File: src/hw/beeb_input_pkg.sv
// input package for the analog joystick path
// mouse packet field positions
// position, axis and core axis types
// step and position clamp limits, fire bit

package beeb_input_pkg;

	// packet toggles bit 24 on every new report
	typedef logic [24:0] mouse_pkt_t;

	localparam int TOGGLE_BIT = 24;
	// buttons sit in bits 1..0
	localparam int BTN_LO = 0;
	localparam int BTN_W = 2;
	localparam int X_SIGN_BIT = 4;
	localparam int Y_SIGN_BIT = 5;
	// upper seven magnitude bits of each axis
	localparam int X_MAG_LO = 9;
	localparam int Y_MAG_LO = 17;
	localparam int MAG_W = 7;

	typedef logic signed [8:0] pos_t;
	typedef logic [7:0] axis_t;
	typedef logic [11:0] port_axis_t;

	// per-packet step limit and position range
	localparam pos_t STEP_LIMIT = 9'sd10;
	localparam pos_t POS_MIN = -9'sd128;
	localparam pos_t POS_MAX = 9'sd127;

	// fire button inside a 16-bit button word
	localparam int FIRE_BIT = 4;

endpackage

File: src/hw/joystick_port_encode.sv
// joystick path stage C
// stick A source select, mouse or joystick 1
// axis inversion and 12-bit widening
// port swap and registered outputs

module joystick_port_encode (
	input  logic                      clk_sys,
	input  logic                      arst_n,
	input  beeb_input_pkg::pos_t       pos_x,
	input  beeb_input_pkg::pos_t       pos_y,
	input  logic                      emulating,
	input  logic                      mouse_fire,
	input  beeb_input_pkg::axis_t      joy1_x,
	input  beeb_input_pkg::axis_t      joy1_y,
	input  beeb_input_pkg::axis_t      joy2_x,
	input  beeb_input_pkg::axis_t      joy2_y,
	input  logic [15:0]               joy1_buttons,
	input  logic [15:0]               joy2_buttons,
	input  logic                      swap_joy,
	output beeb_input_pkg::port_axis_t joystick1_x,
	output beeb_input_pkg::port_axis_t joystick1_y,
	output beeb_input_pkg::port_axis_t joystick2_x,
	output beeb_input_pkg::port_axis_t joystick2_y,
	output logic                      joystick1_fire,
	output logic                      joystick2_fire
);

	beeb_input_pkg::port_axis_t a_x, a_y, b_x, b_y;
	logic                       a_fire;
	logic                       b_fire;

	// 255 minus offset-binary, low nibble repeats the top one
	function automatic beeb_input_pkg::port_axis_t enc_axis(input beeb_input_pkg::axis_t v);
		beeb_input_pkg::axis_t e;
		e = 8'hFF - {~v[7], v[6:0]};
		return {e, e[7:4]};
	endfunction

	// stick A follows the mouse while emulating
	assign a_x = enc_axis(emulating ? beeb_input_pkg::axis_t'(pos_x[7:0]) : joy1_x);
	assign a_y = enc_axis(emulating ? beeb_input_pkg::axis_t'(pos_y[7:0]) : joy1_y);
	assign a_fire = emulating ? mouse_fire : joy1_buttons[beeb_input_pkg::FIRE_BIT];
	assign b_x = enc_axis(joy2_x);
	assign b_y = enc_axis(joy2_y);
	assign b_fire = joy2_buttons[beeb_input_pkg::FIRE_BIT];

	always_ff @(posedge clk_sys or negedge arst_n) begin
		if (!arst_n) begin
			joystick1_x <= '0;
			joystick1_y <= '0;
			joystick2_x <= '0;
			joystick2_y <= '0;
			joystick1_fire <= 1'b0;
			joystick2_fire <= 1'b0;
		end else begin
			joystick1_x <= swap_joy ? b_x : a_x;
			joystick1_y <= swap_joy ? b_y : a_y;
			joystick2_x <= swap_joy ? a_x : b_x;
			joystick2_y <= swap_joy ? a_y : b_y;
			// core fire inputs are active low
			joystick1_fire <= ~(swap_joy ? b_fire : a_fire);
			joystick2_fire <= ~(swap_joy ? a_fire : b_fire);
		end
	end

endmodule

File: config.mk
export PLATFORM = sky130hd
export DESIGN_NAME = joystick_port_encode
export DESIGN_NICKNAME = d
export VERILOG_FILES = /design/src/hw/beeb_input_pkg.sv /design/src/hw/joystick_port_encode.sv
export SDC_FILE = /design/constraint.sdc
export NUM_CORES = 1
export LEC_CHECK = 0
export ABC_AREA = 0
export BUFFER_PORTS_ARGS = -buffer_cell sky130_fd_sc_hd__buf_4
export CAP_MARGIN = 20
export CELL_PAD_IN_SITES_DETAIL_PLACEMENT = 1
export CELL_PAD_IN_SITES_GLOBAL_PLACEMENT = 1
export CORE_MARGIN = 2
export CORE_UTILIZATION = 27
export CTS_CLUSTER_SIZE = 40
export DETAILED_ROUTE_END_ITERATION = 10
export PLACE_DENSITY = 0.78
export SYNTH_ARGS = -nofsm -noshare
export SYNTH_HDL_FRONTEND = slang
export SYNTH_SLANG_ARGS = --single-unit
export TNS_END_PERCENT = 1
File: constraint.sdc
create_clock -name clk_sys -period 0.8 [get_ports clk_sys]
set_clock_uncertainty 0.05 [all_clocks]
set_input_delay 0.12 -clock clk_sys [delete_from_list [all_inputs] [get_ports clk_sys]]
set_output_delay 0.12 -clock clk_sys [all_outputs]
set_load 0.1 [all_outputs]
## Yosys cells after proc, flatten, opt, wreduce, memory -nomap -nowiden

Index checks and enable logic that the tools add are counted.

| word-level totals | value |
|---|---|
| flip-flop bits (word level) | 50 |
| input port bits | 87 |
| output and inout bits | 50 |
| logic and storage cells | 25 |

| operators by class | value |
|---|---|
| $add $sub $neg | 4 |
| multiplexer cells | 9 |
| bitwise gates (word level) | 6 |

Operator list:

| cell | count |
|---|---|
| $mux W12 | 4 |
| $sub A8 B8 Y8 const A | 4 |
| $mux W8 | 2 |
| $not A1 Y1 | 6 |
| $mux W1 | 3 |

## Depth between registers and ports, before layout

| logic depth | value |
|---|---|
| depth in word-level cells | 4 |
| gate-level depth with buffers | 4 |
| gate-level depth less buffers | 2 |

## Least setup slack after synthesis

Ideal clock, no wire load.

| timing | value |
|---|---|
| path kind | flip-flop to output port |
| from | register joystick1_x[10] |
| to | output joystick1_x[10] |
| arrival time | 1,324 ps |
| data required time | 630 ps |
| slack | -694 ps |
| cell stages (with the launch flop) | 2 |
| path buffers | 1 |
| cells stage by stage | dfrtp_1 > buf_4 |

RTL lines:

| item | RTL line | source |
|---|---|---|
| start: declaration | joystick_port_encode.sv:20 | `output beeb_input_pkg::port_axis_t joystick1_x,` |
| start signal: assignment | joystick_port_encode.sv:56 | `joystick1_x <= swap_joy ? b_x : a_x;` |

No word-level cell between the ends.

==> impl_metrics.csv <==
group,metric,value,unit
final_layout,design_area,0.00302,mm²
timing,min_period,1.14,ns
power,power_density,2150,mW/mm²
cts,root_buffer,"clkbuf_8",
placed_design,pre_cts_slack,-0.275,ns
floorplan,dieArea,0.00651,mm²
yosys,yosys_warnings,0,
floorplan,initial_core_util,0.283,
timing,relSlewSlack,0.842,
floorplan,rows,27,
placed_design,placed_cell_area,0.00249,mm²
yosys,syn_nets,198,
cts,cts_max_level,2,
timing,fin_ws,-0.337,ns
critical_path,path_cells,"buf_6",
critical_path,cp.required,0.63,ns
floorplan,die_y,80.7,µm
global_route,overflow,0,
status,violations,"negative setup slack",
placed_design,gp_congestion,0.666,
timing,finalHoldViolations,0,
floorplan,die_x,80.7,µm
yosys,netlist.area_leader.share,0.535,
placed_design,dp_hpwl,3480,µm
routing,num_vias,1289,
yosys,synth_cell_types,11,
routing,wl_per_cell,15.9,µm
global_route,antenna_found_initial,0,
run,max_cap_violations,0,
power,ir_drop,0.000842,V
final_layout,antenna_cells,0,
routing,ant_nets,0,
critical_path,critPathSlowestCell,"dfrtp_4",
yosys,postSynthCellCount,111,
yosys,synthTopCellsByCount,"dfrtp_1, mux2i_1, buf_4",
timing,slew_viol_final,0,
power,seq_power_share,0.316,
placed_design,io_buffers,104,
yosys,async_reset_ff_frac,1.00,
routing,post_drt_via_cell_ratio,4.37,
global_route,grt_max_degree,35,
yosys,synth_top_family_by_area,"multiplexers",
yosys,yosys.area_share.simple,0.00472,
critical_path,setup.worst_path.class,"register to primary output",
cts,cts_buffer_depth,2,
timing,max_slew.worst_pin.slew,0.230,ns
critical_path,crit_fanout,2,
power,p_comb_frac,0.459,
power,clkPwrFrac,0.226,
global_route,grt_pass1_wl,7040,µm
cts,cts_tree,"yes",
routing,drt-pass1-iter-count,2,
final_layout,drive_above_1_share,0.762,
yosys,synth-seq-area-share,0.535,
yosys,synth_compound_area_frac,0.00630,
floorplan,core_area,0.00561,mm²
cts,cts_sinks,34,
cts,cts_buffers,5,
power,p_leak,1.50,nW
timing,setup_violations,50,
final_layout,area_growth,90.1,%
yosys,synth-adder-area-share,0,
timing,fmax,0.879,GHz
routing,totalWireLength,4680,µm
hold_path,hold_path_class,"input pin to register",
critical_path,timing.critical_path.buf_inv,1,
status,outcome,"complete, but fails checks",
power,p_sw,2.77,mW
timing,fin_crit_sh,1.42,
routing,route.detailed.drc,0,
critical_path,crit_family,"flip-flops",
yosys,synth_mux_area_frac,0.339,
critical_path,critPathMaxStageDelay,0.50,ns
yosys,synth-edff-count,0,
critical_path,arrival,0.97,ns
yosys,synth-xor-area-share,0,
critical_path,worstSetupEndpointType,"primary output",
yosys,ys_ff_latch,34,
power,swShare,0.426,
yosys,synthesis.area,0.00159,mm²
global_route,grt_pass1_vias,1415,
floorplan,ios,137,
critical_path,startpoint_type,"register",
timing,rsz0062_at_grt,"true",
cts,clkSlewWorstSetupHoldPaths,0.07,ns
global_route,track_usage,0.147,
final_layout,layout.nets,309,
yosys,synth.largest_area_cell,"dfrtp_1",
yosys,synthTopCellsByArea,"dfrtp_1, mux2i_1, buf_4, mux2_4, mux2_2",
power,internal-power,3.73,mW
yosys,syn_area_per_cell,14.3,µm²
yosys,synth_flop_cell,"dfrtp_1",
power,power,6.50,mW
routing,initialDrtViolationCount,22,
## cells in the final DEF, fill, tap and decap left out
cell,instances
buf_12,8
nor2_1,2
dlygate4sd3_1,7
dfrtp_2,18
inv_1,2
dlymetal6s4s_1,8
buf_6,44
clkbuf_8,8
mux2_2,7
mux2i_4,1
mux2_4,8
a21oi_1,2
dfrtp_4,16
buf_8,5
mux2i_2,1
buf_4,54
mux2i_1,32
## cell families after synthesis
kind of cell | Yosys count
AOI/OAI and AO/OA | 2
buffers and inverters | 24
DFF | 34
muxes | 49
and+or+nand+nor | 2
## metrics by stage
stage | util | std cells | setup TNS (ns) | hold WS [ns]
3_3_place_gp | 0.444 | 271 | -6.71 | 0.0283
6_report | 0.539 | 295 | -14.46 | 0.0268
4_1_cts | 0.527 | 295 | -14.97 | 0.0152
3_5_place_dp | 0.444 | 271 | -7.92 | 0.0280
5_1_grt | 0.539 | 295 | -15.69 | 0.00191
2_1_floorplan | - | 111 | -5.96 | -0.226
## cell type report
| class | count | area [µm²] |
|---|---|---|
| Clock buffer | 8 | 110 |
| Fill cell | 551 | 2590 |
| Inverter | 2 | 7.51 |
| Multi-Input combinational cell | 53 | 573 |
| Sequential cell | 34 | 933 |
| Tap cell | 72 | 90.1 |
| Timing Repair Buffer | 126 | 1310 |
## path summary, 6_finish.rpt
kind | from | endpoint | slack, ns | cells past startpoint
max in group asynchronous | arst_n | joystick2_x[9] | 0.21 | 3
hold / removal | joy2_y[4] | joystick1_y[8] | 0.03 | 2
setup / recovery | joystick2_x[9] | joystick2_x[1] | -0.34 | 1
min in group asynchronous | arst_n | joystick2_x[10] | 0.29 | 3
## power groups by stage
stage,logic [mW],registers [mW],clock network [mW]
final,2.98,2.05,1.47
after global routing,3.07,2.07,1.59
after CTS,2.94,2.05,1.50
after detailed placement,2.72,2.04,0
after global placement,2.69,2.03,0
after floorplan,1.12,3.22,0
## timing repair
action / 4_1_cts / 5_1_grt
setup endpoints to repair: 50 / 64
gates resized for setup: 52 / 20
setup buffers: 0 / 0
hold buffers: 16 / 0
endpoints found under the hold margin: 63 / 0
## per-layer routing
metal	track usage	part of all wire	wire (µm)	vias to the layer above
li1	-	-	-	586
met1	0.156	0.34	1610	627
met2	0.283	0.57	2670	67
met3	0.0225	0.063	297	9
met4	0.0661	0.023	107	0
met5	0	0	0	-
## state kept, by name, summed over array words and instances, names as in the netlist
name	count
joystick1_fire	1
joystick1_x	8
joystick1_y	8
joystick2_fire	1
joystick2_x	8
joystick2_y	8
No activity file was read; power rests on OpenSTA's default activity.
