### src/hw/beeb_input_pkg.sv
// input package for the analog joystick path
// mouse packet field positions
// position, axis and core axis types
// step and position clamp limits, fire bit

package beeb_input_pkg;

	// packet toggles bit 24 on every new report
	typedef logic [24:0] mouse_pkt_t;

	localparam int TOGGLE_BIT = 24;
	// buttons sit in bits 1..0
	localparam int BTN_LO = 0;
	localparam int BTN_W = 2;
	localparam int X_SIGN_BIT = 4;
	localparam int Y_SIGN_BIT = 5;
	// upper seven magnitude bits of each axis
	localparam int X_MAG_LO = 9;
	localparam int Y_MAG_LO = 17;
	localparam int MAG_W = 7;

	typedef logic signed [8:0] pos_t;
	typedef logic [7:0] axis_t;
	typedef logic [11:0] port_axis_t;

	// per-packet step limit and position range
	localparam pos_t STEP_LIMIT = 9'sd10;
	localparam pos_t POS_MIN = -9'sd128;
	localparam pos_t POS_MAX = 9'sd127;

	// fire button inside a 16-bit button word
	localparam int FIRE_BIT = 4;

endpackage

### src/hw/mouse_packet_decode.sv
// joystick path stage A
// packet field capture and toggle detect
// step clamp and registered deltas, strobe and button

module mouse_packet_decode (
	input  logic                      clk_sys,
	input  logic                      arst_n,
	input  beeb_input_pkg::mouse_pkt_t mouse_packet,
	output logic                      step_stb,
	output beeb_input_pkg::pos_t       dx,
	output beeb_input_pkg::pos_t       dy,
	output logic                      button
);

	logic                 tog_q;
	logic                 tog_prev;
	beeb_input_pkg::pos_t dx_raw;
	beeb_input_pkg::pos_t dy_raw;
	logic                 btn_raw;

	// limit one packet's movement to the step range
	function automatic beeb_input_pkg::pos_t clamp_step(input beeb_input_pkg::pos_t d);
		beeb_input_pkg::pos_t r;
		r = d;
		if (d > beeb_input_pkg::STEP_LIMIT) begin
			r = beeb_input_pkg::STEP_LIMIT;
		end else if (d < -beeb_input_pkg::STEP_LIMIT) begin
			r = -beeb_input_pkg::STEP_LIMIT;
		end
		return r;
	endfunction

	always_ff @(posedge clk_sys or negedge arst_n) begin
		if (!arst_n) begin
			tog_q <= 1'b0;
			tog_prev <= 1'b0;
			dx_raw <= '0;
			dy_raw <= '0;
			btn_raw <= 1'b0;
			step_stb <= 1'b0;
			dx <= '0;
			dy <= '0;
			button <= 1'b0;
		end else begin
			// capture fields, sign bit doubled over the upper magnitude
			tog_q <= mouse_packet[beeb_input_pkg::TOGGLE_BIT];
			dx_raw <= {{2{mouse_packet[beeb_input_pkg::X_SIGN_BIT]}},
				mouse_packet[beeb_input_pkg::X_MAG_LO +: beeb_input_pkg::MAG_W]};
			dy_raw <= {{2{mouse_packet[beeb_input_pkg::Y_SIGN_BIT]}},
				mouse_packet[beeb_input_pkg::Y_MAG_LO +: beeb_input_pkg::MAG_W]};
			btn_raw <= |mouse_packet[beeb_input_pkg::BTN_LO +: beeb_input_pkg::BTN_W];
			// new packet when the toggle moved
			tog_prev <= tog_q;
			step_stb <= tog_q ^ tog_prev;
			dx <= clamp_step(dx_raw);
			dy <= clamp_step(dy_raw);
			button <= btn_raw;
		end
	end

endmodule

### config.mk
export PLATFORM = sky130hd
export DESIGN_NAME = mouse_packet_decode
export DESIGN_NICKNAME = d
export VERILOG_FILES = /design/src/hw/beeb_input_pkg.sv /design/src/hw/mouse_packet_decode.sv
export SDC_FILE = /design/constraint.sdc
export NUM_CORES = 1
export LEC_CHECK = 0
export BUFFER_PORTS_ARGS = -buffer_cell sky130_fd_sc_hd__buf_2
export CORE_MARGIN = 3
export CORE_UTILIZATION = 45
export CTS_CLUSTER_DIAMETER = 120
export DETAILED_ROUTE_END_ITERATION = 16
export PLACE_DENSITY = 0.77
export SETUP_SLACK_MARGIN = 0.05
export SYNTH_ARGS = -nofsm -noshare
export SYNTH_HDL_FRONTEND = slang
export SYNTH_SLANG_ARGS = --single-unit
### constraint.sdc
create_clock -name clk_sys -period 2.25 [get_ports clk_sys]
set_input_delay 0.675 -clock clk_sys [delete_from_list [all_inputs] [get_ports clk_sys]]
set_output_delay 0.675 -clock clk_sys [all_outputs]
set_load 0.02 [all_outputs]
## After elaboration in Yosys (flattened, before gate mapping)

Index checks and enable logic that the tools add are counted.

- Flip-flop bits (word level): 39
- Output and inout bits: 20
- Logic and storage cells: 19
- Bits of input ports: 27

- Bitwise operators: 1
- Mux-type cells: 4
- Reductions and logical operators: 1
- $lt $le $gt $ge: 4

Operator list:

| operator | count |
|---|---|
| 2-to-1 mux 9 bit | 4 |
| > comparator 8 x 5 -> 1 bit (second input constant) | 2 |
| < comparator 8 x 5 -> 1 bit (second input constant) | 2 |
| OR reduction 2 bit | 1 |
| XOR 1 bit | 1 |

## Depth between registers and ports, before layout

Gate-level depths: netlist of run 1.

- Word-level depth: 3
- Depth in mapped cells: 5
- Mapped depth without buffers: 5

## Least setup slack after synthesis of run 1

No wires, ideal clock.

- Path type: register to register
- Start point: register, netlist name dy_raw[7]
- End point: register dy[0]
- Library setup time: 104 ps
- Setup slack: 728 ps
- Data required time: 2146 ps
- Arrival: 1419 ps
- Cell stages (with the launch flop): 6
- Period minus slack after synthesis: 1522 ps
- Path buffers: 0
- Cells stage by stage: dfrtp_1 -> nand4_1 -> or2_2 -> ha_1 -> nand2b_1 -> a221oi_1

- Longest elaborated chain between the ends: 3
- Elaborated cells on any way between the ends: 4
- Those cells by class: order compare: 2; mux: 2

RTL lines:

| element | line | RTL |
|---|---|---|
| < comparator 8 x 5 -> 1 bit | mouse_packet_decode.sv:27 | `end else if (d < -beeb_input_pkg::STEP_LIMIT) begin` |
| 2-to-1 mux 9 bit | mouse_packet_decode.sv:27 |  |
| 2-to-1 mux 9 bit (*) | mouse_packet_decode.sv:25 | `if (d > beeb_input_pkg::STEP_LIMIT) begin` |
| end signal, assigned | mouse_packet_decode.sv:56 | `dy <= clamp_step(dy_raw);` |
| end, declared | mouse_packet_decode.sv:11 | `output beeb_input_pkg::pos_t dy,` |

Mark *: on every way between the ends. The rest lies on a longest branch, timed or not.

## Worst setup path after layout of run 1

- Start point: register, netlist name dy_raw[7]
- End point: register dy[0]

- Longest elaborated chain between the ends: 3
- Elaborated cells on any way between the ends: 4
- Those cells by class: order compare: 2; mux: 2

RTL lines:

| element | line |
|---|---|
| < comparator 8 x 5 -> 1 bit | mouse_packet_decode.sv:27 |
| 2-to-1 mux 9 bit | mouse_packet_decode.sv:27 |
| 2-to-1 mux 9 bit (*) | mouse_packet_decode.sv:25 |

Marks and branches as above.

==> results of run 1 <==
==> kinds of logic (layout without fill, tap and decap cells) <==
group	count (synthesis)	count (layout)	share of synthesized area, %
flip-flops	37	37	70.7
AND/OR/NAND/NOR	27	27	10.8
AO/OA/AOI/OAI	22	22	13.4
buffers and inverters	6	50	2.49
adder cells (fa/ha/maj)	2	2	1.91
XOR/XNOR	1	1	0.669
==> cells in the final DEF (no fill, tap or decap), types with 3 or more instances in the layout <==
cell,netlist,final
a21oi_1,4,4
nor2_1,10,10
nand2b_1,6,6
a221oi_1,12,12
o221ai_1,4,4
or2_2,3,3
dfrtp_1,37,37
buf_2,2,40
clkbuf_4,0,5
==> where the power goes <==
part | internal (uW) | switching [uW] | leakage, uW
clock | 344 | 198 | 0.0000552
sequential | 706 | 21.4 | 0.000434
combinational | 57.0 | 92.1 | 0.000282
total | 1110 | 311 | 0.000772
==> final cells by class <==
| type | instances | area share (%) |
|---|---|---|
| clock inverters | 3 | 4.01 |
| multi-input cells | 52 | 21.6 |
| clock buffers | 5 | 2.31 |
| repair buffers | 40 | 12.3 |
| flip-flops and latches | 37 | 57.0 |
| well taps | 30 | 2.31 |
| inverters | 2 | 0.462 |
==> sequential cells by signal, summed over array words and instances, names as in the netlist <==
signal and cells:
dy 8, btn_raw 1, step_stb 1, dx 8, dy_raw 8, button 1, dx_raw 8, tog_q 1
tog_prev 1
==> per-layer routing <==
metal | wire [um] | part of all wire [%]
met5 | 0 | 0
met3 | 234 | 11
met2 | 1050 | 50
met1 | 775 | 37
met4 | 50 | 2.4
==> worst paths after layout <==
check | end | startpoint
max | dy[0] | dy_raw[7]
min | button | btn_raw
max reg2reg | dy[0] | dy_raw[7]
min reg2reg | button | btn_raw
max in group asynchronous | dx[0] | arst_n
min in group asynchronous | tog_q | arst_n
==> stage by stage <==
stage	cells	util (%)	total power [uW]	cell area [um^2]	hold WS, ps
CTS	169	62.2	1440	1620	376
global placement	161	58.2	885	1520	343
floorplan	95	-	828	1310	331
finish	169	62.2	1420	1620	368
global route	169	62.2	1490	1620	359
detailed placement	161	58.2	892	1520	351
==> results.md, run 1 <==
- Run status: finished, final reports clean
- Slowest cell on the critical path: dfrtp_1
- Most frequent cells after synthesis: dfrtp_1, a221oi_1, nor2_1
- VDD IR-drop max: 0.675 mV
- Final nets: 167
- Global route hottest layer: met2
- Worst reg2reg path depth: 5
- Period Utilization, post-route: 77.2%
- Initial Util: 50.1%
- DP HPWL: 1.63 mm
- Total nets after synthesis: 124
- Vias in the first global route: 841
- Area leader, netlist: dfrtp_1
- Postcts setup bufs: 0
- Yosys warning count: 0
- Gr usage total: 14.6%
- Max Cap Viol: 0
- EDFF count, synth: 0
- Synthesized cell area: 0.00131 mm^2
- Register bit total from synthesis: 37
- Min-Delay Path Depth: 0
- Internal reg-to-reg setup slack: 510 ps
- CP Capture Type: register
- H-tree depth: 2
- First-pass GRT wire length: 3.70 mm
- Post-CTS Hold Fix Bufs: 0
- Fin. Hold Viols: 0
- Placer Congestion: 0.857
- Overall routed net length: 2.11 mm
- Maximum number of pins on one net before global-route repair: 38
- Syn Inst Count: 95
- WL/cell: 12.5 um
- Worst EP required: 2480 ps
- Congestion Overflow GR: 0
- Worst slack, placed: 573 ps
- DRT iter0 DRCs: 21
- Final setup margin: 513 ps
- Die width: 59.9 um
- GR Util met3: 7.99%
- Clock transition at path regs: 100 ps
- Yosys top cell area share: 70.7%
- Layout cells sized above 1: 36.7%
- CP cell instances: nand4_1, or2_2, ha_1, nand2b_1, a221oi_1
- Core box area: 0.00261 mm^2
- Top Family by Delay on Critical Path: simple AND/OR/NAND/NOR gates
- P&R area growth vs syn: 24.1%
- CTS buffer count: 5
- Ant diodes: 0
- # rows: 18
- Root Driver: clkbuf_4
- Final Max Slew Viols: 0
- FF+latch area: 926 um^2
- Min Tclk post-route: 1740 ps
- Slew headroom: 51.0%
- Critical path type: register to register
- Unrepaired setup endpoints after global routing: no
- Drt drc: 0
- TritonRoute pass-1 iters: 4
- Most common cell in the netlist: dfrtp_1
- # port buffers: 40
- CP Max Fanout: 7
- Post-synth ARST share: 100%
- Vias per inst: 5.36
- Clk sinks: 37
- Multi-input logic area: 350 um^2
- Via Count: 906
- TritonCTS clock tree: done
- Achievable Freq: 576 MHz
- Final setup fails: 0
- Clk_skew: 5.68 ps
- Arrival @ worst endpoint: 1970 ps
- Cell area power density: 873 mW/mm^2
- Post-cts resize count: 0
- Fill count: 212
- Die Area: 0.00359 mm^2
- Tightest Pin Transition: 735 ps
- Initial antenna violation count: 0
- Worst-Skew Late Latency: 330 ps
- Buf/Inv on CP: 0
- CP Launch Type: register
- Lkg Pwr: 0.000772 uW
- Final setup TNS: 0 ps
- ANT nets after route: 0
- Hold Crit Class: register to register
- Global Route met2 Usage: 21.9%
- Seq/Total Area, Yosys: 70.7%
- Yosys cell types: 17
- Worst path depth: 5
- Clock Tree Buf Depth: 2
- Crit-path max cell delay: 440 ps
- Top area cells in the synthesized netlist: dfrtp_1, a221oi_1, nand2b_1
- Die height: 59.9 um
- # IOs: 47
- Synth Area per Inst: 13.8 um^2
- Met1 Use GR: 16.4%
- Top FF cell, synth: dfrtp_1
Power figures use the tool's default switching activity.
==> run 2: changes to the inputs <==
- CORE_UTILIZATION: 45 -> 43
- clock period: 2.25 -> 1.4 ns (I/O delays scaled with it)
==> run 2 against run 1 <==
First-iteration DRC count shrank 14%. Flip-flop and latch count unchanged. Global-route usage is 1.1 points higher. Count of clock-buffer cells in the layout unchanged. Via count rose by 9.1%. Register-to-register slack got worse by 500 ps. Routed wire length rose by 23%. Final area rose by 18%. Critical path depth did not move. Non-clock buffer count increased by 19. Core utilization increased by 5.3 points. Sequential share of layout area is 8.5 points lower. Critical path type unchanged. Critical endpoint is now dy[6]. Largest power group unchanged.
==> results.md, run 2 (synthesis gave the netlist of run 1 again) <==
- Min Tclk post-route: 1390 ps
- Die width: 61.2 um
- Worst-Skew Late Latency: 340 ps
- Final nets: 186
- Achievable Freq: 721 MHz
- DRT iter0 DRCs: 18
- CP Launch Type: register
- Final setup fails: 0
- Core box area: 0.00283 mm^2
- Max Cap Viol: 0
- Commonest cells after routing, fill and taps aside: dfrtp_1, buf_2, buf_4, a221oi_2, nor2_1
- DP HPWL: 1.85 mm
- CP Capture Type: register
- Die height: 61.2 um
- # IOs: 47
- Initial antenna violation count: 0
- Vias per inst: 5.23
- Clock Tree Buf Depth: 2
- Fin. Hold Viols: 0
- Slew headroom: 59.6%
- Worst EP required: 1650 ps
- Run status: finished, final reports clean
- Overall routed net length: 2.61 mm
- First-pass GRT wire length: 4.12 mm
- CTS buffer count: 5
- H-tree depth: 2
- Initial Util: 46.3%
- Critical path type: register to register
- Clk sinks: 37
- TritonCTS clock tree: done
- Maximum number of pins on one net before global-route repair: 38
- CP Max Fanout: 7
- Congestion Overflow GR: 0
- Vias in the first global route: 1,002
- TritonRoute pass-1 iters: 4
- Hold Slack: 86.6 ps
- Root Driver: clkbuf_4
- Placer Congestion: 0.878
- Final Max Slew Viols: 0
- Unrepaired setup endpoints after global routing: yes
- Total power: 2050 uW
- Die Area: 0.00374 mm^2
- WL/cell: 13.8 um
- P&R area growth vs syn: 45.9%
- Drt drc: 0
- Clock transition at path regs: 110 ps
- Arrival @ worst endpoint: 1640 ps
- Clk_skew: 4.30 ps
- VDD IR-drop max: 0.737 mV
- # port buffers: 40
- Cell area power density: 1080 mW/mm^2
- # rows: 19
- Hold Crit Class: input port to asynchronous set/reset pin
- Period Utilization, post-route: 99.1%
- Gr usage total: 15.6%
- Tightest Pin Transition: 604 ps
- Via Count: 988
- ANT nets after route: 0
- Ant diodes: 0
- Post-CTS Hold Fix Bufs: 0
- Lkg Pwr: 0.000896 uW
- Layout cells sized above 1: 60.1%
run 2: changes by cell type in the layout (fill, tap and decap cells not counted), moves of 4 or more:
cell      before  now
nand2b_1       6    2
nand2b_4       0    4
a221oi_1      12    1
buf_6          0    4
buf_4          0   18
a221oi_2       0   11
run 2: cell type report:
cell class	instances	area, um^2
fill	186	920
clock inverter	3	17.5
tap	31	38.8
sequential	37	926
multi-input combinational	52	517
inverter	2	7.51
clock buffer	5	37.5
timing repair buffer	59	365
run 2: worst paths after layout:
check / start / endpoint / cells past startpoint / slack (ps)
worst max-delay path: dy_raw[4] / dy[6] / 5 / 10
worst min-delay path: arst_n / dy_raw[5] / 2 / 90
worst max register to register: dy_raw[4] / dy[6] / 5 / 10
worst min register to register: btn_raw / button / 0 / 360
max in group asynchronous: arst_n / dy[5] / 2 / 1000
min in group clk_sys: mouse_packet[24] / tog_q / 1 / 170
run 2: per-stage QoR:
stage | TNS [ps] | cells | utilization, % | cell area (um^2) | setup WS (ps)
2_1_floorplan | 0 | 95 | - | 1340 | 57.5
3_3_place_gp | 0 | 179 | 59.4 | 1680 | 45.2
3_5_place_dp | 0 | 179 | 59.4 | 1680 | 3.22
4_1_cts | -4.79 | 188 | 63.3 | 1790 | -4.79
5_1_grt | -555 | 189 | 67.5 | 1910 | -83.5
6_report | 0 | 189 | 67.5 | 1910 | 12.3
run 2: worst max-delay path, cell delays in order, from the launching register on:
cell,delay [ps]
dfrtp_1,370
nand4_1,100
or2_4,270
ha_4,310
nor2_1,70
a221oi_2,190
run 2: report_power, final:
part | total (uW) | internal (uW) | switching [uW]
sequential | 1160 | 1130 | 27.6
combinational | 366 | 167 | 199
clock | 526 | 189 | 337
total | 2050 | 1490 | 564
run 2: layer usage:
metal,GRT usage [%],vias to the layer above,wire length [um]
li1,-,470,-
met1,16.1,477,992
met2,26.6,33,1350
met3,5.45,8,194
met4,10.5,0,66
met5,0,-,0
run 2: timing repair:
action / 4_1_cts / 5_1_grt
setup endpoints to repair: 12 / 19
gates resized for setup: 8 / 23
pin swaps: 1 / 3
setup buffers: 1 / 1
