===== config.mk =====
export PLATFORM = sky130hd
export DESIGN_NAME = rom_slot_map
export DESIGN_NICKNAME = d
export VERILOG_FILES = /design/src/hw/beeb_mem_pkg.sv /design/src/hw/rom_slot_map.sv
export SDC_FILE = /design/constraint.sdc
export NUM_CORES = 1
export LEC_CHECK = 0
export ABC_CLOCK_PERIOD_IN_PS = 800
export BUFFER_PORTS_ARGS = -buffer_cell sky130_fd_sc_hd__buf_2
export CAP_MARGIN = 20
export CORE_ASPECT_RATIO = 1.25
export CORE_MARGIN = 2
export CORE_UTILIZATION = 41
export DETAILED_ROUTE_END_ITERATION = 10
export PLACE_DENSITY_LB_ADDON = 0.05
export SYNTH_ARGS = -nofsm -noshare
export SYNTH_HDL_FRONTEND = slang
export SYNTH_SLANG_ARGS = --single-unit

===== constraint.sdc =====
create_clock -name clk_sys -period 0.8 [get_ports clk_sys]
set_input_delay 0.24 -clock clk_sys [delete_from_list [all_inputs] [get_ports clk_sys]]
set_output_delay 0.24 -clock clk_sys [all_outputs]
set_load 0.1 [all_outputs]

===== src/hw/beeb_mem_pkg.sv =====
// memory map package for the beeb glue
// byte, address and slot types
// address field positions and store sizes
// default RAM depth and named ROM image slots

package beeb_mem_pkg;

	// ==================================================
	// address fields
	// ==================================================

	// external bus address, top bit picks RAM
	localparam int ADDR_W = 19;
	// offset inside one 16K block
	localparam int OFFSET_W = 14;
	// slot and block number width
	localparam int SLOT_W = 4;

	// sixteen 16K images in the ROM store
	localparam int ROM_DEPTH = 2 ** (SLOT_W + OFFSET_W);
	// 13 blocks of 16K behind the RAM select
	localparam int RAM_DEPTH_DEF = 212992;

	typedef logic [7:0] byte_t;
	typedef logic [ADDR_W-1:0] mem_addr_t;
	typedef logic [SLOT_W+OFFSET_W-1:0] rom_addr_t;
	typedef logic [SLOT_W-1:0] slot_t;
	typedef logic [SLOT_W-1:0] block_t;

	// ==================================================
	// ROM image slots
	// ==================================================

	// model B images
	localparam slot_t SLOT_B_OS = 4'd0;
	localparam slot_t SLOT_B_MMFS1 = 4'd1;
	localparam slot_t SLOT_B_RAMMASTER = 4'd2;
	localparam slot_t SLOT_B_BASIC = 4'd3;
	localparam slot_t SLOT_B_DFS = 4'd4;
	localparam slot_t SLOT_B_MMFS2 = 4'd14;

	// master images
	localparam slot_t SLOT_M_MMFS1 = 4'd5;
	localparam slot_t SLOT_M_MOS = 4'd6;
	localparam slot_t SLOT_M_DFS = 4'd7;
	localparam slot_t SLOT_M_VIEWSHT = 4'd8;
	localparam slot_t SLOT_M_EDIT = 4'd9;
	localparam slot_t SLOT_M_BASIC = 4'd10;
	localparam slot_t SLOT_M_ADFS = 4'd11;
	localparam slot_t SLOT_M_VIEW = 4'd12;
	localparam slot_t SLOT_M_TERM = 4'd13;
	localparam slot_t SLOT_M_MMFS2 = 4'd15;

endpackage


===== src/hw/rom_slot_map.sv =====
// memory pipeline stage 1
// slot table lookup per model and block
// RAM write strobe edge detect
// registered ROM address, RAM address and select tags

module rom_slot_map (
	input  logic                   clk_sys,
	input  logic                   arst_n,
	input  logic                   model_m128,
	input  logic                   fs_v2,
	input  beeb_mem_pkg::mem_addr_t mem_addr,
	input  logic                   mem_we_n,
	input  beeb_mem_pkg::byte_t     mem_din,
	output beeb_mem_pkg::rom_addr_t rom_addr,
	output logic [17:0]            ram_addr,
	output logic                   ram_sel,
	output logic                   rom_valid,
	output logic                   ram_we,
	output beeb_mem_pkg::byte_t     wr_data
);

	beeb_mem_pkg::block_t block;
	beeb_mem_pkg::slot_t  slot;
	logic                 hit;
	logic                 sel_now;
	logic                 we_n_q;

	assign block = mem_addr[beeb_mem_pkg::OFFSET_W +: beeb_mem_pkg::SLOT_W];
	assign sel_now = mem_addr[beeb_mem_pkg::ADDR_W-1];

	// ==================================================
	// slot table
	// ==================================================

	always_comb begin
		slot = beeb_mem_pkg::SLOT_B_OS;
		hit = 1'b0;
		if (!model_m128) begin
			hit = 1'b1;
			case (block)
				4'd3: slot = beeb_mem_pkg::SLOT_B_DFS;
				4'd4: slot = beeb_mem_pkg::SLOT_B_OS;
				4'd8: begin
					// split ROM/RAM slot, never returned to the core
					slot = fs_v2 ? beeb_mem_pkg::SLOT_B_MMFS2 : beeb_mem_pkg::SLOT_B_MMFS1;
					hit = 1'b0;
				end
				4'd14: slot = beeb_mem_pkg::SLOT_B_RAMMASTER;
				4'd15: slot = beeb_mem_pkg::SLOT_B_BASIC;
				default: hit = 1'b0;
			endcase
		end else begin
			hit = 1'b1;
			case (block)
				// filing system version is live, not latched
				4'd3: slot = fs_v2 ? beeb_mem_pkg::SLOT_M_MMFS2 : beeb_mem_pkg::SLOT_M_MMFS1;
				4'd4: slot = beeb_mem_pkg::SLOT_M_MOS;
				4'd9: slot = beeb_mem_pkg::SLOT_M_DFS;
				4'd10: slot = beeb_mem_pkg::SLOT_M_VIEWSHT;
				4'd11: slot = beeb_mem_pkg::SLOT_M_EDIT;
				4'd12: slot = beeb_mem_pkg::SLOT_M_BASIC;
				4'd13: slot = beeb_mem_pkg::SLOT_M_ADFS;
				4'd14: slot = beeb_mem_pkg::SLOT_M_VIEW;
				4'd15: slot = beeb_mem_pkg::SLOT_M_TERM;
				default: hit = 1'b0;
			endcase
		end
	end

	// ==================================================
	// stage register
	// ==================================================

	always_ff @(posedge clk_sys or negedge arst_n) begin
		if (!arst_n) begin
			// strobe idles high
			we_n_q <= 1'b1;
			rom_addr <= '0;
			ram_addr <= '0;
			ram_sel <= 1'b0;
			rom_valid <= 1'b0;
			ram_we <= 1'b0;
			wr_data <= '0;
		end else begin
			we_n_q <= mem_we_n;
			rom_addr <= {slot, mem_addr[beeb_mem_pkg::OFFSET_W-1:0]};
			ram_addr <= mem_addr[17:0];
			ram_sel <= sel_now;
			rom_valid <= hit & ~sel_now;
			// write once, on the falling edge of the strobe
			ram_we <= sel_now & we_n_q & ~mem_we_n;
			wr_data <= mem_din;
		end
	end

endmodule


==> results of run 1 <==
-- repair_timing --
action                     in CTS
hold endpoints to repair       49
setup endpoints to repair      51
pin swaps                       3
resized for setup               8
hold buffers                   16
-- through the flow --
step / utilization / cell area (sq um) / setup TNS [ps]
4_1_cts: 0.931 / 2720 / -22990
3_5_place_dp: 0.847 / 2470 / -6100
3_3_place_gp: 0.847 / 2470 / -5310
2_1_floorplan: - / 1620 / -5400
-- cell usage after synthesis --
| cell type | number |
|---|---|
| a2111oi_2 | 1 |
| a21oi_1 | 1 |
| a22o_1 | 1 |
| and3_2 | 1 |
| and3b_1 | 1 |
| and4b_2 | 1 |
| buf_2 | 1 |
| buf_4 | 15 |
| buf_6 | 3 |
| dfrtp_1 | 33 |
| dfstp_2 | 1 |
| inv_1 | 1 |
| mux2_2 | 1 |
| mux2i_1 | 1 |
| nand2_1 | 4 |
| nand2b_1 | 1 |
| nand2b_4 | 1 |
| nand3_1 | 1 |
| nand3b_1 | 1 |
| nand4bb_2 | 1 |
| nor2_1 | 6 |
| nor2b_1 | 1 |
| nor3_1 | 2 |
| nor4b_2 | 1 |
| o211ai_1 | 1 |
| o21ai_0 | 4 |
| o21ai_2 | 1 |
| o221ai_1 | 1 |
| o31a_1 | 1 |
-- logic make-up after synthesis --
logic type / synth area share
muxes: 0.0169
AOI/OAI and AO/OA: 0.0657
buffers and inverters: 0.123
and+or+nand+nor: 0.116
DFF: 0.678
==> metrics.txt, run 1 <==
outcome=stopped before the end; Stopped at=global routing (5_1_grt); error msg=[ERROR DPL-0033] detailed placement checks failed during check placement.; Seq/Total Area, Yosys=0.678; clock buffer depth=2; Mapped Avg Cell Area=14.1 sq um; total CTS buffers=5; pre-CTS setup slack=-450 ps; Chip Height=65.9 microns; Clock Sinks=34; post-CTS setup buffers=0; synth warn=0; DP Wirelength=3210 microns; Mapped Cells=89; # IOs=79; Placer Congestion=0.734; Mapped Area=0.00126 sq mm; initial core utilization=0.431; pin count of the biggest net entering global routing=23; synth top area cells=dfrtp_1, buf_4, buf_6; initial antenna violation count=1; Synth Net Count=121; Synth top area share=0.657; Distinct cells, synth=29; Yosys reg bits=34; largest area contributor in the netlist=dfrtp_1; Buffers on Ports=78; Die W=53.5 microns; Std-Cell Rows=22; Worst EP post-GRT repair=rom_addr[3]; CTS root buf=clkbuf_4; worst_ep kind=primary output; dpl cells=191; number of H-tree levels=2
==> inputs of run 2 (changes only) <==
CORE_AREA = 2 2 63 65   (was not set)
CORE_ASPECT_RATIO = not set   (was 1.25)
CORE_MARGIN = not set   (was 2)
CORE_UTILIZATION = not set   (was 41)
DIE_AREA = 0 0 65 67   (was not set)
PLACE_DENSITY_LB_ADDON = 0.15   (was 0.05)
==> metrics.txt, run 2 <==
Antenna Nets Post-Route=0; DP Wirelength=2630 microns (-18%); routed wire length per instance=15.0 microns; die area=0.00436 sq mm; number of H-tree levels=2 (unchanged); synth warn=0 (unchanged); Routed WL=3260 microns; Post-synth EDFFs=0 (unchanged); Final Instance Area=0.00269 sq mm; Chip Height=67 microns (+1.7%); dpl cells=206 (+7.9%); Hold WS=64.2 ps; final period utilization=1.50; total grt overflow=0; NetSw=0.00185 W; initial core utilization=0.348 (-0.0822); CP required=560 ps; hold path cells=1; leak pwr=1.17 nW; WP data arrival=960 ps; hold crit path type=input pin to flip-flop; critical path depth in cells=1; fmax=0.833 GHz; worst slew pin tran=278 ps; Clock Sinks=34 (unchanged); most frequent cells in the layout=buf_12, dfrtp_4, buf_2; routed via count=986; Synth Net Count=121 (unchanged); asr flop ratio synth=1.00 (unchanged); WP buf/inv=1; CP max stage cell=dfrtp_4; Worst-Skew Late Latency=280 ps; CTS clk-pin slew, worst paths=60 ps; total CTS buffers=5 (unchanged); CP top delay family=flip-flops; cell chain of the critical path=buf_12; max FFs per register=18; layout cell share with drive strength beyond 1=0.847; global-route wire length before repair=5040 microns; Net Sw Frac=0.363; Mapped Avg Cell Area=14.1 sq um (unchanged); Yosys reg bits=34 (unchanged); fin crit period=1200 ps; GRT Total Usage=0.161; Slew HR=0.814; setup violators final=47; Power Dens Cells=1890 mW/mm^2; most common cell after layout, fill and taps aside=buf_12; outcome=finished with violations; Distinct cells, synth=29 (unchanged); Sequential Area=976 sq um; Final nets=201; Critical Path Fanout Max=2; RSZ-0062 raised after global routing=true; Max stage delay on crit path=510 ps; Biggest register=ram_addr; vias in the first global route=1053; clock buffer depth=2 (unchanged); # IOs=79 (unchanged); VDD IR max=1.50 mV; Max-cap violations=0; Mapped Area=0.00126 sq mm (unchanged); Crit. End Element=output port; Pre-antenna DRT Iters=4; core area=0.00361 sq mm; filler cell count=231; clock share of power=0.247; worst setup path class=flip-flop to output port; Mapped Cells=89 (unchanged); Clock Skews=0.162 ps; Slew Viols, Final=0; part of the power in registers=0.389; initial antenna violation count=0; pin count of the biggest net entering global routing=21; Layout area overhead=114%; biggest regs=ram_addr: 18 flops, wr_data: 8 flops, rom_addr: 4 flops; most instantiated cells after synthesis=dfrtp_1, buf_4, nor2_1; Placer Congestion=0.649 (-12%); final critical-path setup slack=-401 ps; Register-to-Register Path Depth=2; Internal Power=0.00325 W; count leader, synth=dfrtp_1; largest area contributor in the netlist=dfrtp_1; Hold Fails Final Rpt=0; Buffers on Ports=78 (unchanged); CTS tree=done; Top FF cell, synth=dfrtp_1; final non-filler cell total=218; DRC Markers=0; Diodes inserted=0; Std-Cell Rows=22 (unchanged); vias per inst=4.52; multi-input logic area=290 sq um; initial drt markers=7; DP Area=0.00252 sq mm (+2.0%); CTS root buf=clkbuf_8; Seq/Total Area, Yosys=0.678 (unchanged); failing checks=setup timing; Combinational Power Share=0.364; synth top area cells=dfrtp_1, buf_4, buf_6; Die W=65 microns (+21%); Synth top area share=0.657 (unchanged); CP Launch Type=flip-flop
-- run 2: logic make-up (layout without fill, tap and decap cells) --
group,Yosys count,after routing,synth area share
compound gates,11,11,0.0657
buf+inv,20,101,0.123
flops,34,34,0.678
mux,2,2,0.0169
simple gates,22,22,0.116
-- run 2: what timing repair did --
action,CTS,global route
resized for setup,4,10
endpoints found under the hold margin,5,0
hold buffers,1,0
buffers inserted,0,3
gates cloned,0,0
endpoints found under the setup margin,50,50
pin swaps,1,2
-- run 2: worst paths after layout --
check,start,endpoint,slack (ps)
max in group asynchronous,arst_n,rom_addr[17],90
min in group asynchronous,arst_n,ram_addr[15],330
min reg2reg,we_n_q,ram_we,490
max reg2reg,we_n_q,ram_we,60
max,ram_addr[2],ram_addr[2],-400
min,mem_din[4],wr_data[4],60
-- run 2: area by class of cell --
| type | count | share of cell area |
|---|---|---|
| Clock buffer | 7 | 0.0321 |
| Tap cell | 48 | 0.0223 |
| Multi-Input combinational cell | 35 | 0.108 |
| Inverter | 1 | 0.00140 |
| Clock inverter | 1 | 0.00186 |
| Sequential cell | 34 | 0.363 |
| Timing Repair Buffer | 92 | 0.472 |
-- run 2: through the flow --
step	util	TNS [ps]	setup slack [ps]	power [W]
5_1_grt	0.746	-19380	-430	0.00526
2_1_floorplan	-	-5400	-269	0.00322
4_1_cts	0.731	-18770	-416	0.00512
6_report	0.746	-18190	-401	0.00510
3_5_place_dp	0.699	-5770	-377	0.00385
3_3_place_gp	0.699	-5330	-294	0.00381
-- run 2: power by group through the flow --
| stage | clock (W) | combinational (W) | sequential [W] |
|---|---|---|---|
| after floorplan | 0 | 0.000573 | 0.00265 |
| after global placement | 0 | 0.00180 | 0.00201 |
| after detailed placement | 0 | 0.00183 | 0.00202 |
| after CTS | 0.00130 | 0.00184 | 0.00198 |
| after global routing | 0.00136 | 0.00191 | 0.00199 |
| final | 0.00126 | 0.00186 | 0.00198 |
-- run 2: routing by layer --
metal | vias to the layer above | GRT usage | share of wire
met5 | - | 0 | 0
met4 | 0 | 0.0638 | 0.015
met3 | 7 | 0.0524 | 0.070
met2 | 54 | 0.317 | 0.59
met1 | 483 | 0.152 | 0.32
li1 | 442 | - | -
(Power assumes the default switching activity.)
==> inputs of run 3 (changes only) <==
--- a/config.mk
+++ b/config.mk
@@ -7,3 +7,3 @@
 export LEC_CHECK = 0
-export ABC_CLOCK_PERIOD_IN_PS = 800
+export ABC_CLOCK_PERIOD_IN_PS = 1400
 export BUFFER_PORTS_ARGS = -buffer_cell sky130_fd_sc_hd__buf_2
==> constraint.sdc (replaced) <==
create_clock -name clk_sys -period 1.4 [get_ports clk_sys]
set_input_delay 0.21 -clock clk_sys [delete_from_list [all_inputs] [get_ports clk_sys]]
set_output_delay 0.21 -clock clk_sys [all_outputs]
set_load 0.1 [all_outputs]
==> metrics.txt, run 3 (synthesis results as in run 2) <==
Max stage delay on crit path=430 ps (-80 ps); Slew Viols, Final=0 (unchanged); setup TNS=0 ps (+18190 ps); clock buffer depth=2 (unchanged); final period utilization=0.903; vias in the first global route=800 (-24%); CTS tree=done; Buffers on Ports=78 (unchanged); dpl cells=197 (-4.4%); register-to-register setup slack=710 ps (+650 ps); RSZ-0062 raised after global routing=false; initial drt markers=31 (+24); CP max stage cell=buf_2; layout cell share with drive strength beyond 1=0.684 (-0.164); final core utilization=0.466 (-0.280); Chip Height=67 microns (unchanged); number of H-tree levels=2 (unchanged); Diodes inserted=0 (unchanged); CP top delay family=buffers and inverters; cell chain of the critical path=buf_2; critical path depth in cells=1 (unchanged); CP Launch Type=flip-flop; Crit Reg-Reg Startpoint=we_n_q; total grt overflow=0 (unchanged); Slew HR=0.671 (-0.143); most common cell after layout, fill and taps aside=buf_2; Std-Cell Rows=22 (unchanged); hold crit path type=input pin to flip-flop; pin count of the biggest net entering global routing=35 (+67%); CTS Hold Buffers Added=1 (unchanged); Routed WL=2300 microns (-29%); initial antenna violation count=0 (unchanged); post-CTS setup buffers=0 (unchanged); WP data arrival=1050 ps (+90 ps); Crit. End Element=output port; global-route wire length before repair=3600 microns (-29%); CTS clk-pin slew, worst paths=60 ps (about the same); routed via count=896 (-9.1%); vias per inst=4.35 (-3.8%); Worst-Skew Late Latency=270 ps (about the same); max FFs per register=18 (unchanged); WP buf/inv=1 (unchanged); Layout area overhead=33.8%; CTS root buf=clkbuf_8; Placer Congestion=0.694 (+7.0%); Register-to-Register Path Depth=2 (unchanged); DRC Markers=0 (unchanged); GRT Total Usage=0.118 (-0.0435); outcome=completed; Critical path destination=rom_addr[15]; # IOs=79 (unchanged); worst slew pin tran=497 ps (+219 ps); biggest regs=ram_addr: 18 flops, wr_data: 8 flops, rom_addr: 4 flops; total CTS buffers=5 (unchanged); Final nets=189 (-6.0%); CTS-repair resized insts=0 (-4); final non-filler cell total=206 (-5.5%); most frequent cells in the layout=buf_2, dfrtp_1, dfrtp_2; initial core utilization=0.348 (unchanged); Critical Path Fanout Max=1 (-1); worst setup path class=flip-flop to output port; Final Instance Area=0.00168 sq mm (-38%); Antenna Nets Post-Route=0 (unchanged); R2R Path End=ram_we; core area=0.00361 sq mm (unchanged); fin crit period=1260 ps; Die W=65 microns (unchanged); CP required=1190 ps (+630 ps); HP Start=mem_din[6]; Clock Skews=0.0273 ps (-0.134 ps); Max-cap violations=0 (unchanged); Power Dens Cells=1500 mW/mm^2 (-21%); routed wire length per instance=11.2 microns (-25%); hold path cells=1 (unchanged); Worst Setup SP=rom_addr[15]; leak pwr=0.850 nW (-28%); Hold Fails Final Rpt=0 (unchanged); VDD IR max=0.536 mV (-64%); setup violators final=0 (-100%); Clock Sinks=34 (unchanged); filler cell count=337 (+46%); fmax=0.791 GHz; DP Wirelength=1800 microns (-32%); DP Area=0.00158 sq mm (-37%); Biggest register=ram_addr; die area=0.00436 sq mm (unchanged); Pre-antenna DRT Iters=4 (unchanged)
## run 3: worst min path at each step
stage                  end  slack (ps)
2_1_floorplan  ram_addr[0]         -90
3_3_place_gp       ram_sel         250
6_report        wr_data[6]          40
4_1_cts        ram_addr[8]          20
3_5_place_dp        ram_we         260
5_1_grt        ram_addr[8]          20
## run 3: through the flow
step | hold slack [ps] | power (W) | setup WS, ps
floorplan | -85.6 | 0.00172 | 153
global placement | 254 | 0.00183 | 278
detailed placement | 258 | 0.00183 | 259
CTS | 24.2 | 0.00255 | 100
global route | 20.0 | 0.00262 | 86.4
finish | 36.9 | 0.00251 | 136
## run 3: metal layers
layer / vias to the layer above / global-route usage / part of all wire
met4: 0 / 0.0984 / 0.031
li1: 418 / - / -
met5: - / 0 / 0
met2: 50 / 0.191 / 0.50
met1: 421 / 0.122 / 0.38
met3: 7 / 0.0422 / 0.086
## run 3: area by class of cell
type	instances	area, sq um	area share
Multi-Input combinational cell	35	249	0.148
Tap cell	48	60.1	0.0357
Timing Repair Buffer	80	408	0.243
Sequential cell	34	870	0.517
Inverter	1	3.75	0.00223
Clock buffer	8	90.1	0.0536
## run 3: where the power goes
group          internal, W  switching [W]  total, W
logic             0.000110       0.000646  0.000756
registers          0.00104      0.0000156   0.00106
clock network     0.000400       0.000301  0.000701
